**config.mk**
```make
export PLATFORM = sky130hd
export DESIGN_NAME = datapath
export DESIGN_NICKNAME = d
export VERILOG_FILES = /design/src/source/dpPkg.sv /design/src/source/aluCtrlIf.sv /design/src/source/datapath.sv /design/src/source/regFile.sv /design/src/source/alu.sv /design/src/source/opControl.sv
export VERILOG_INCLUDE_DIRS = /design/src /design/src/source
export SDC_FILE = /design/constraint.sdc
export NUM_CORES = 1
export LEC_CHECK = 0
export BUFFER_PORTS_ARGS = -buffer_cell sky130_fd_sc_hd__buf_4
export CAP_MARGIN = 30
export CORE_MARGIN = 2
export CORE_UTILIZATION = 62
export DETAILED_ROUTE_END_ITERATION = 8
export GPL_ROUTABILITY_DRIVEN = 0
export PLACE_DENSITY = 0.8
export SKIP_LAST_GASP = 1
export SYNTH_ARGS = -nofsm -noshare
export SYNTH_HDL_FRONTEND = slang
export SYNTH_SLANG_ARGS = --single-unit
```
**constraint.sdc**
```tcl
create_clock -name clk -period 5 [get_ports clk]
set_clock_uncertainty 0.2 [all_clocks]
set_input_delay 1 -clock clk [delete_from_list [all_inputs] [get_ports clk]]
set_output_delay 1 -clock clk [all_outputs]
set_load 0.02 [all_outputs]
```
**src/source/dpCfg.svh**
```systemverilog
`ifndef DP_CFG_SVH
`define DP_CFG_SVH

// Datapath word width
`define DATA_WIDTH 16

// Register file depth
`define REG_COUNT 8

// Must cover REG_COUNT
`define REG_ADDR_WIDTH 3

`endif
```
**src/source/dpPkg.sv**
```systemverilog
`include "dpCfg.svh"

package dpPkg;

	typedef logic [`DATA_WIDTH-1:0] word;
	typedef logic [`REG_ADDR_WIDTH-1:0] regAddr;

	// ALU function codes, shifts sit in their own group
	typedef enum logic [4:0] {
		funcA          = 5'h00, // a + cin
		funcB          = 5'h01, // Pass b
		funcSub        = 5'h02, // a - b - 1 + cin
		funcAdd        = 5'h03, // a + b + cin
		funcAMinusOne  = 5'h04, // a - 1 + cin
		funcZero       = 5'h05,
		funcNot        = 5'h06,
		funcXor        = 5'h07,
		funcAnd        = 5'h08,
		funcOr         = 5'h09,
		funcShiftRight = 5'h10,
		funcShiftLeft  = 5'h11  // Bit 0 picks left
	} aluFunc;

	// One micro-operation as issued to the datapath
	typedef struct packed {
		aluFunc func;
		regAddr ra;
		regAddr rb;
		regAddr rd;
		logic   useImm;   // Immediate replaces operand b
		word    imm;
		logic   carrySel; // 1 takes the stored carry flag
		logic   carryIn;  // Microcode carry constant
		logic   writeEn;
	} microOp;

endpackage

```
**src/source/aluCtrlIf.sv**
```systemverilog
interface aluCtrlIf;
	import dpPkg::*;

	aluFunc func;
	logic   cin;
	logic   aluOe;   // Function unit drives the result
	logic   shiftOe; // Shifter drives the result

	modport ctrl (
		output func,
		output cin,
		output aluOe,
		output shiftOe
	);

	modport unit (
		input func,
		input cin,
		input aluOe,
		input shiftOe
	);

endinterface

```
**src/source/datapath.sv**
```systemverilog
`include "dpCfg.svh"

module datapath (
	input  logic                       clk,
	input  logic                       arstN,
	input  logic                       opValid,
	input  logic [4:0]                 func,
	input  logic [`REG_ADDR_WIDTH-1:0] ra,
	input  logic [`REG_ADDR_WIDTH-1:0] rb,
	input  logic [`REG_ADDR_WIDTH-1:0] rd,
	input  logic                       useImm,
	input  logic [`DATA_WIDTH-1:0]     imm,
	input  logic                       carrySel,
	input  logic                       carryIn,
	input  logic                       writeEn,
	output logic                       resultValid,
	output logic [`DATA_WIDTH-1:0]     result,
	output logic                       carry,
	output logic                       zero
);
	import dpPkg::*;

	microOp op;
	word    rdataA;
	word    rdataB;
	word    aluB;
	word    aluY;
	logic   aluCarry;
	logic   aluZero;
	logic   wrEn;
	regAddr wrAddr;
	word    wrData;

	aluCtrlIf aluCtl ();

	// Gather the op fields
	assign op = '{
		func:     aluFunc'(func),
		ra:       ra,
		rb:       rb,
		rd:       rd,
		useImm:   useImm,
		imm:      imm,
		carrySel: carrySel,
		carryIn:  carryIn,
		writeEn:  writeEn
	};

	opControl opControl_i (
		.clk         (clk),
		.arstN       (arstN),
		.opValid     (opValid),
		.op          (op),
		.regB        (rdataB),
		.aluB        (aluB),
		.aluY        (aluY),
		.aluCarry    (aluCarry),
		.aluZero     (aluZero),
		.ctl         (aluCtl.ctrl),
		.wrEn        (wrEn),
		.wrAddr      (wrAddr),
		.wrData      (wrData),
		.resultValid (resultValid),
		.result      (result),
		.carry       (carry),
		.zero        (zero)
	);

	regFile regFile_i (
		.clk    (clk),
		.arstN  (arstN),
		.raddrA (op.ra),
		.raddrB (op.rb),
		.rdataA (rdataA),
		.rdataB (rdataB),
		.wrEn   (wrEn),
		.wrAddr (wrAddr),
		.wrData (wrData)
	);

	alu alu_i (
		.a        (rdataA),
		.b        (aluB),
		.ctl      (aluCtl.unit),
		.y        (aluY),
		.carryOut (aluCarry),
		.zeroOut  (aluZero)
	);

endmodule

```
**src/source/regFile.sv**
```systemverilog
`include "dpCfg.svh"

module regFile (
	input  logic          clk,
	input  logic          arstN,
	input  dpPkg::regAddr raddrA,
	input  dpPkg::regAddr raddrB,
	output dpPkg::word    rdataA,
	output dpPkg::word    rdataB,
	input  logic          wrEn,
	input  dpPkg::regAddr wrAddr,
	input  dpPkg::word    wrData
);
	import dpPkg::*;

	word regs [`REG_COUNT];

	// Asynchronous reads, old value while a write is pending
	assign rdataA = regs[raddrA];
	assign rdataB = regs[raddrB];

	// Single write port
	always_ff @(posedge clk or negedge arstN) begin
		if (!arstN) begin
			for (int i = 0; i < `REG_COUNT; i++)
				regs[i] <= '0;
		end else if (wrEn) begin
			regs[wrAddr] <= wrData;
		end
	end

endmodule

```
**src/source/alu.sv**
```systemverilog
`include "dpCfg.svh"

module alu (
	input  dpPkg::word a,
	input  dpPkg::word b,
	aluCtrlIf.unit     ctl,
	output dpPkg::word y,
	output logic       carryOut,
	output logic       zeroOut
);
	import dpPkg::*;

	logic [`DATA_WIDTH:0] addend; // Second adder input, zero extended
	logic [`DATA_WIDTH:0] sum;    // Carry lands in the top bit
	logic                 arithSel;
	word                  arithY;
	word                  logicY;
	word                  unitY;
	logic                 unitCarry;
	word                  shiftY;
	logic                 shiftCarry;

	// Adder operand select
	always_comb begin
		arithSel = 1'b1;
		case (ctl.func)
			funcA:         addend = '0;
			funcSub:       addend = {1'b0, ~b}; // Carry set means no borrow
			funcAdd:       addend = {1'b0, b};
			funcAMinusOne: addend = {1'b0, {`DATA_WIDTH{1'b1}}};
			default: begin
				addend   = '0;
				arithSel = 1'b0;
			end
		endcase
	end

	assign sum    = {1'b0, a} + addend + {{`DATA_WIDTH{1'b0}}, ctl.cin};
	assign arithY = sum[`DATA_WIDTH-1:0];

	// Logic, pass and zero functions
	always_comb begin
		case (ctl.func)
			funcB:   logicY = b;
			funcNot: logicY = ~a;
			funcXor: logicY = a ^ b;
			funcAnd: logicY = a & b;
			funcOr:  logicY = a | b;
			default: logicY = '0; // funcZero and unused codes
		endcase
	end

	// No carry from the logic side
	assign unitY     = arithSel ? arithY : logicY;
	assign unitCarry = arithSel & sum[`DATA_WIDTH];

	// Shifter, one bit per op
	always_comb begin
		case (ctl.func)
			funcShiftRight: begin
				shiftY     = a >> 1;
				shiftCarry = a[0];
			end
			funcShiftLeft: begin
				shiftY     = a << 1;
				shiftCarry = a[`DATA_WIDTH-1];
			end
			default: begin
				shiftY     = '0;
				shiftCarry = 1'b0;
			end
		endcase
	end

	// Result mux, steered by the two output enables
	always_comb begin
		if (ctl.aluOe) begin
			y        = unitY;
			carryOut = unitCarry;
		end else if (ctl.shiftOe) begin
			y        = shiftY;
			carryOut = shiftCarry;
		end else begin
			y        = '0; // Nothing enabled
			carryOut = 1'b0;
		end
	end

	assign zeroOut = (y == '0);

endmodule

```
**src/source/opControl.sv**
```systemverilog
module opControl (
	input  logic          clk,
	input  logic          arstN,
	input  logic          opValid,
	input  dpPkg::microOp op,
	input  dpPkg::word    regB,
	output dpPkg::word    aluB,
	input  dpPkg::word    aluY,
	input  logic          aluCarry,
	input  logic          aluZero,
	aluCtrlIf.ctrl        ctl,
	output logic          wrEn,
	output dpPkg::regAddr wrAddr,
	output dpPkg::word    wrData,
	output logic          resultValid,
	output dpPkg::word    result,
	output logic          carry,
	output logic          zero
);
	import dpPkg::*;

	logic isShift;
	logic affectsCarry;

	// Function decode
	always_comb begin
		isShift      = 1'b0;
		affectsCarry = 1'b0;
		case (op.func)
			funcShiftRight,
			funcShiftLeft: begin
				isShift      = 1'b1;
				affectsCarry = 1'b1;
			end
			funcA,
			funcSub,
			funcAdd,
			funcAMinusOne: affectsCarry = 1'b1;
			default: affectsCarry = 1'b0; // Logic, pass and zero keep carry
		endcase
	end

	// ALU control
	assign ctl.func    = op.func;
	assign ctl.shiftOe = isShift;
	assign ctl.aluOe   = !isShift;
	assign ctl.cin     = op.carrySel ? carry : op.carryIn;

	// Immediate takes the place of the second register
	assign aluB = op.useImm ? op.imm : regB;

	// Writeback, sampled by the register file at the closing edge
	assign wrEn   = opValid & op.writeEn;
	assign wrAddr = op.rd;
	assign wrData = aluY;

	// Flags and result strobe
	always_ff @(posedge clk or negedge arstN) begin
		if (!arstN) begin
			resultValid <= 1'b0;
			carry       <= 1'b0;
			zero        <= 1'b0;
		end else begin
			resultValid <= opValid;
			if (opValid) begin
				zero <= aluZero;
				if (affectsCarry)
					carry <= aluCarry;
			end
		end
	end

	// Result held until the next valid op
	always_ff @(posedge clk) begin
		if (opValid)
			result <= aluY;
	end

endmodule

```
## Yosys cells after proc, flatten, opt, wreduce, memory -nomap -nowiden

Cells that the tools add are included.

- Add/subtract/negate cells: 2
- $lt $le $gt $ge: 4
- Equality and inequality tests: 10
- Muxes and demuxes: 21
- Bitwise logic cells: 10
- Reductions and logical operators: 7

Operators with widths:

| kind | number |
|---|---|
| $bwmux 128 | 1 |
| $mux 16 | 8 |
| $bmux 16 s3 | 2 |
| $pmux 16 s5 | 1 |
| $demux 16 s3 | 1 |
| $pmux 16 s3 | 1 |
| $not 16->16 | 2 |
| $pmux 16 s2 | 1 |
| $add 16x16->17 | 1 |
| $add 17x1->17 | 1 |
| $and 16x16->16 | 1 |
| $logic_not 16->1 | 1 |
| $or 16x16->16 | 1 |
| $xor 16x16->16 | 1 |
| $eq 5x3->1 const B | 3 |
| $ge 4x4->1 const B | 3 |
| $not 3->4 | 3 |
| $eq 5x2->1 const B | 2 |
| $eq 5x4->1 const B | 2 |
| $eq 5x5->1 const B | 2 |
| $reduce_or 6->1 | 1 |
| $eq 5x1->1 const B | 1 |
| $logic_not 5->1 | 1 |
| $mux 1 | 5 |
| 7 further kinds | 8 |

- Register bits after elaboration: 147
- Output and inout port bits: 19
- Logic and storage cells: 66

## Longest topological paths before layout

- Depth in word-level cells: 12
- Depth in mapped cells: 22
- Mapped depth without buffers: 19

## Modules after synthesis

A second synthesis with hierarchy kept.

- Cell total of the unflattened synthesis: 869
- Area total of the unflattened synthesis: 10805.4 µm²

Modules (own cells, without submodules):

| module | times used | cells an instance | area an instance (µm²) | sequential area each (µm²) |
|---|---|---|---|---|
| regFile | 1 | 393 | 6991.7 | 3203.1 |
| alu | 1 | 401 | 2740.1 | 0.0 |
| opControl | 1 | 75 | 1073.5 | 555.5 |

## Worst setup path before layout

Ideal clock, no wire load.

- Path kind: input to register
- Start point: in rb[1]
- End point: reg opControl_i.zero
- Setup time: 0.095 ns
- Data arrival time: 5.362 ns
- Slack: -0.657 ns
- Stages: 20
- Path buffers: 3
- Cell sequence: buf_2 > buf_2 > buf_2 > mux4_2 > mux2i_1 > nor2_1 > a21oi_2 > xnor2_1 > o21a_1 > fa_1 > inv_1 > fa_1 > a211oi_1 > o21ai_1 > a31o_2 > a21oi_1 > mux2i_1 > o211ai_1 > or4b_1 > o32ai_2

- Longest elaborated chain between the ends: 12
- Elaborated cells on any way between the ends: 16
- Those cells by class: 2 x add/sub; 8 x mux; 5 x bitwise; 1 x reduce/logical

RTL lines:

| what | RTL line | source |
|---|---|---|
| start: declaration | datapath.sv:9 | `` input logic [`REG_ADDR_WIDTH-1:0] rb, `` |
| $not 3->4 (not written as such) (*) | regFile.sv:20 | `assign rdataB = regs[raddrB];` |
| $bmux 16 s3 (*) | regFile.sv:20 |  |
| $mux 16 (not written as such) (*) (2 in series) | regFile.sv:20 |  |
| $mux 16 (*) | opControl.sv:50 | `assign aluB = op.useImm ? op.imm : regB;` |
| $not 16->16 | alu.sv:28 | `funcSub: addend = {1'b0, ~b};` |
| $pmux 16 s3 | alu.sv:26 | `case (ctl.func)` |
| $add 16x16->17 | alu.sv:38 | `` assign sum = {1'b0, a} + addend + {{`DATA_WIDTH{1'b0}}, ctl.cin}; `` |
| $add 17x1->17 | alu.sv:38 |  |
| $mux 16 (*) | alu.sv:54 | `assign unitY = arithSel ? arithY : logicY;` |
| $mux 16 (*) | alu.sv:77 | `if (ctl.aluOe) begin` |
| net aluY[14] | datapath.sv:27 | `word aluY;` |
| $logic_not 16->1 (*) | alu.sv:89 | `assign zeroOut = (y == '0);` |
| end signal: assignment | opControl.sv:66 | `zero <= aluZero;` |
| end: declaration | opControl.sv:18 | `output logic zero` |

Mark *: on every way through the listed nets, which the timed path passes. The rest lies on a longest branch. The select of a mux whose other input is x is not followed.
A chain may end at the register's enable or synchronous reset.

## Final worst setup path

- Start point: in rb[0]
- End point: reg opControl_i.zero

The elaborated chain is that of the path after synthesis.

==> reports/qor.yml <==
outcome: "completed"
gr-max-usage-layer: "met2"
final_number_of_max_transition_violations: 0
synth_area_sq_um: 9940
power.total_uw: 4330
number_of_i_o_port_buffers: 55
worst-setup-path-type: "in -> reg"
prevailing_post_synth_register_cell: "sky130_fd_sc_hd__dfrtp_1"
grt_antenna_before_repair: 0
pin_count: 56
syn2layout_area_growth_pct: 21.6
yosysTopAreaCellShare: 0.330
cts_inserted_buffers: 17
remaining_drc_errors: 0
met1_track_usage_gr: 0.499
worstSkewPairLatency_ns: 0.45
grt_pass1_vias: 8865
worst_ir_drop_vdd_mv: 0.266
timing.critical_path.buf_inv: 2
use_met3: 0.101
static-leakage-power_uw: 0.00556
worstPathRequired_ns: 5.15
synth_top_cells_by_area: "sky130_fd_sc_hd__dfrtp_1 33%, sky130_fd_sc_hd__mux4_2 13%, sky130_fd_sc_hd__mux2_2 6.8%, sky130_fd_sc_hd__ha_1 5.9%, sky130_fd_sc_hd__edfxtp_1 4.8%"
synth_sequential_area_ratio: 0.378
grt-ovfl-total: 0
initial_utilization: 0.630
critPathTopFamily: "compound AO/OA/AOI/OAI gates"
grt.total_usage: 0.393
row_count: 46
combPwrFrac: 0.306
ant_nets: 0
power_switching_share: 0.331
clk_transition_reported_paths_ns: 0.06
design.final.nets: 1148
synth.ff_latch_count: 147
yosysUniqueCellTypes: 79
placeableCoreArea_sq_um: 15800
clock_tree.buffer_depth: 2
placed_cell_area_sq_um: 11300
timing.critical_path.slowest_stage_cell: "sky130_fd_sc_hd__mux4_2"
ctsHtreeMaxLevel: 4
initialDrtViolationCount: 1393
leading_area_contributor_after_synthesis: "sky130_fd_sc_hd__dfrtp_1"
postSynth.asyncResetShare: 0.891
maxSlewHeadroom: 0.329
worst-endpoint-arrival_ns: 5.06
first_pass_grt_wire_length_microns: 49300
fin_crit_sh: 0.982
setup_viol: 0
yosysMostFrequentCell: "sky130_fd_sc_hd__dfrtp_1"
grt_max_degree: 77
power_density_nw_per_um2: 358
timing.critical_path.from: "rb[0]"
clk_root_buffer_cell: "sky130_fd_sc_hd__clkbuf_16"
yosysWarnings: 0
switchingPower_uw: 1430
timing.final.crit_period_ns: 4.91
synth.cells.most_frequent: "131 x sky130_fd_sc_hd__dfrtp_1, 93 x sky130_fd_sc_hd__nor2_1, 75 x sky130_fd_sc_hd__a21oi_1"
tightest_slew_ns: 1.01
final_hold_viol_count: 0
n_antenna_cell: 0
critPathCaptureType: "flip-flop"
maxClockFrequency_ghz: 0.204
critical_path.reg2reg.startpoint: "regFile_i.regs[64]$_DFFE_PN0P_"
synthesis.area_per_instance_sq_um: 10.8
hpwl_microns: 21600
tritoncts: "done"
critPathLaunchType: "input pin"
cts_hold_repair.buffers: 0
use_met2: 0.603
power.share.clock: 0.319
dieHeight_microns: 131
cp_max_fo: 8
path_cells: "buf_4 > buf_4 > mux4_2 > mux2_2 > mux2i_2 > xnor2_1 > o21ai_0 > ha_1 > o21ai_0 > a21oi_1 > a31o_2 > a21oi_4 > mux2i_1 > o211ai_1 > or4b_1 > o32ai_2"
worstHoldPathType: "in -> async"
worst_path_largest_cell_delay_ns: 0.52
finalInstanceArea_sq_um: 12100
synth.net_count: 1008
wirelength_microns: 32500
cap_viol_max_count: 0
detailroute.via_count: 8950
final_core_utilization: 0.767
seq_power_share: 0.375
final_layout_size_suffix_gt1_frac: 0.355
postSynthCellCount: 922
drt-wirelength-per-cell_microns: 25.2
cellInternalPower_uw: 2890
clock_sinks: 147
die_width_microns: 131
number_of_enable_type_register_cells_in_the_synthesized_netlist: 16
avgViaCountPerCell: 6.93
dieArea_sq_um: 17100
drt_first_pass_iters: 7
## path summary, 6_finish.rpt
path	end	slack, ns	cells past startpoint
max	opControl_i.zero$_DFFE_PN0P_	0.09	16
min	regFile_i.regs[13]$_DFFE_PN0P_	0.30	1
max reg2reg	opControl_i.zero$_DFFE_PN0P_	0.48	17
min reg2reg	regFile_i.regs[51]$_DFFE_PN0P_	0.32	2
max in group asynchronous	regFile_i.regs[110]$_DFFE_PN0P_	3.35	3
min in group clk	regFile_i.regs[51]$_DFFE_PN0P_	0.32	2
## placed cells by master, fill, tap and decap left out, types with 4 or more instances in the layout
master and instances:
sky130_fd_sc_hd__buf_4 175, sky130_fd_sc_hd__dfrtp_1 131, sky130_fd_sc_hd__nor2_1 86, sky130_fd_sc_hd__a21oi_1 74, sky130_fd_sc_hd__mux2_2 60, sky130_fd_sc_hd__mux4_2 56, sky130_fd_sc_hd__ha_1 47, sky130_fd_sc_hd__nand2_1 43
sky130_fd_sc_hd__inv_1 43, sky130_fd_sc_hd__o21ai_0 39, sky130_fd_sc_hd__mux2i_1 31, sky130_fd_sc_hd__clkbuf_16 18, sky130_fd_sc_hd__xnor2_1 16, sky130_fd_sc_hd__edfxtp_1 16, sky130_fd_sc_hd__nand3_1 13, sky130_fd_sc_hd__nor3_1 12
sky130_fd_sc_hd__a211oi_1 10, sky130_fd_sc_hd__a22oi_1 9, sky130_fd_sc_hd__o21ai_1 8, sky130_fd_sc_hd__inv_2 8, sky130_fd_sc_hd__nand2b_1 8, sky130_fd_sc_hd__o22ai_1 8, sky130_fd_sc_hd__xor2_1 7, sky130_fd_sc_hd__nor2_2 7
sky130_fd_sc_hd__a221o_1 7, sky130_fd_sc_hd__mux2i_2 6, sky130_fd_sc_hd__and3_1 6, sky130_fd_sc_hd__o21a_1 5, sky130_fd_sc_hd__a21oi_2 4, sky130_fd_sc_hd__and2_1 4, sky130_fd_sc_hd__a22o_1 4, sky130_fd_sc_hd__o221ai_1 4
sky130_fd_sc_hd__nor2b_1 4, sky130_fd_sc_hd__o2111ai_1 4, sky130_fd_sc_hd__o211ai_1 4, sky130_fd_sc_hd__or3_1 4, sky130_fd_sc_hd__a221oi_1 4
## flip-flops by register name (all words and copies together) (netlist names)
name	flops
regFile_i.regs	128
opControl_i.result	16
opControl_i.carry	1
opControl_i.resultValid	1
opControl_i.zero	1
## power by group through the flow
stage               Clock, uW  Combinational (uW)  Sequential, uW
floorplan                   0                 795            1570
global placement            0                1190            1590
detailed placement          0                1240            1610
CTS                      1370                1270            1600
global route             1420                1420            1630
finish                   1380                1320            1620
## cell families (layout without fill, tap and decap cells)
family | after synthesis | after routing | synth area share
AOI/OAI and AO/OA | 225 | 225 | 0.152
xor gates and xnor gates | 24 | 24 | 0.0211
adders and majority gates | 49 | 49 | 0.0632
buffers and inverters | 114 | 267 | 0.0505
DFF | 147 | 147 | 0.378
muxes | 156 | 156 | 0.239
and+or+nand+nor | 207 | 207 | 0.0957
## area by class of cell
type,instances,area (sq um)
Clock buffer,19,454
Clock inverter,13,173
Fill cell,961,3680
Inverter,52,195
Multi-Input combinational cell,661,5770
Sequential cell,147,3760
Tap cell,216,270
Timing Repair Buffer,183,1470
## metrics by stage
| stage | hold slack [ns] | setup slack (ns) | std cells | setup TNS [ns] |
|---|---|---|---|---|
| finish | 0.296 | 0.0876 | 1291 | 0 |
| global route | 0.334 | -0.0729 | 1291 | -0.0729 |
| CTS | 0.318 | 0.123 | 1286 | 0 |
| detailed placement | 0.297 | -0.192 | 1254 | -0.879 |
| global placement | 0.283 | -0.106 | 1252 | -0.106 |
| floorplan | 0.262 | -0.300 | 922 | -0.300 |
## timing repair
item	4_1_cts	5_1_grt
buffers inserted	0	3
setup endpoints to repair	0	10
resized for setup	0	15
## metal layers
layer  routed length (microns)  up-vias
li1                          -     3705
met1                     11800     4365
met2                     15000      676
met3                      3600      204
met4                      2190        0
met5                         0        -
Power figures use the tool's default switching activity.
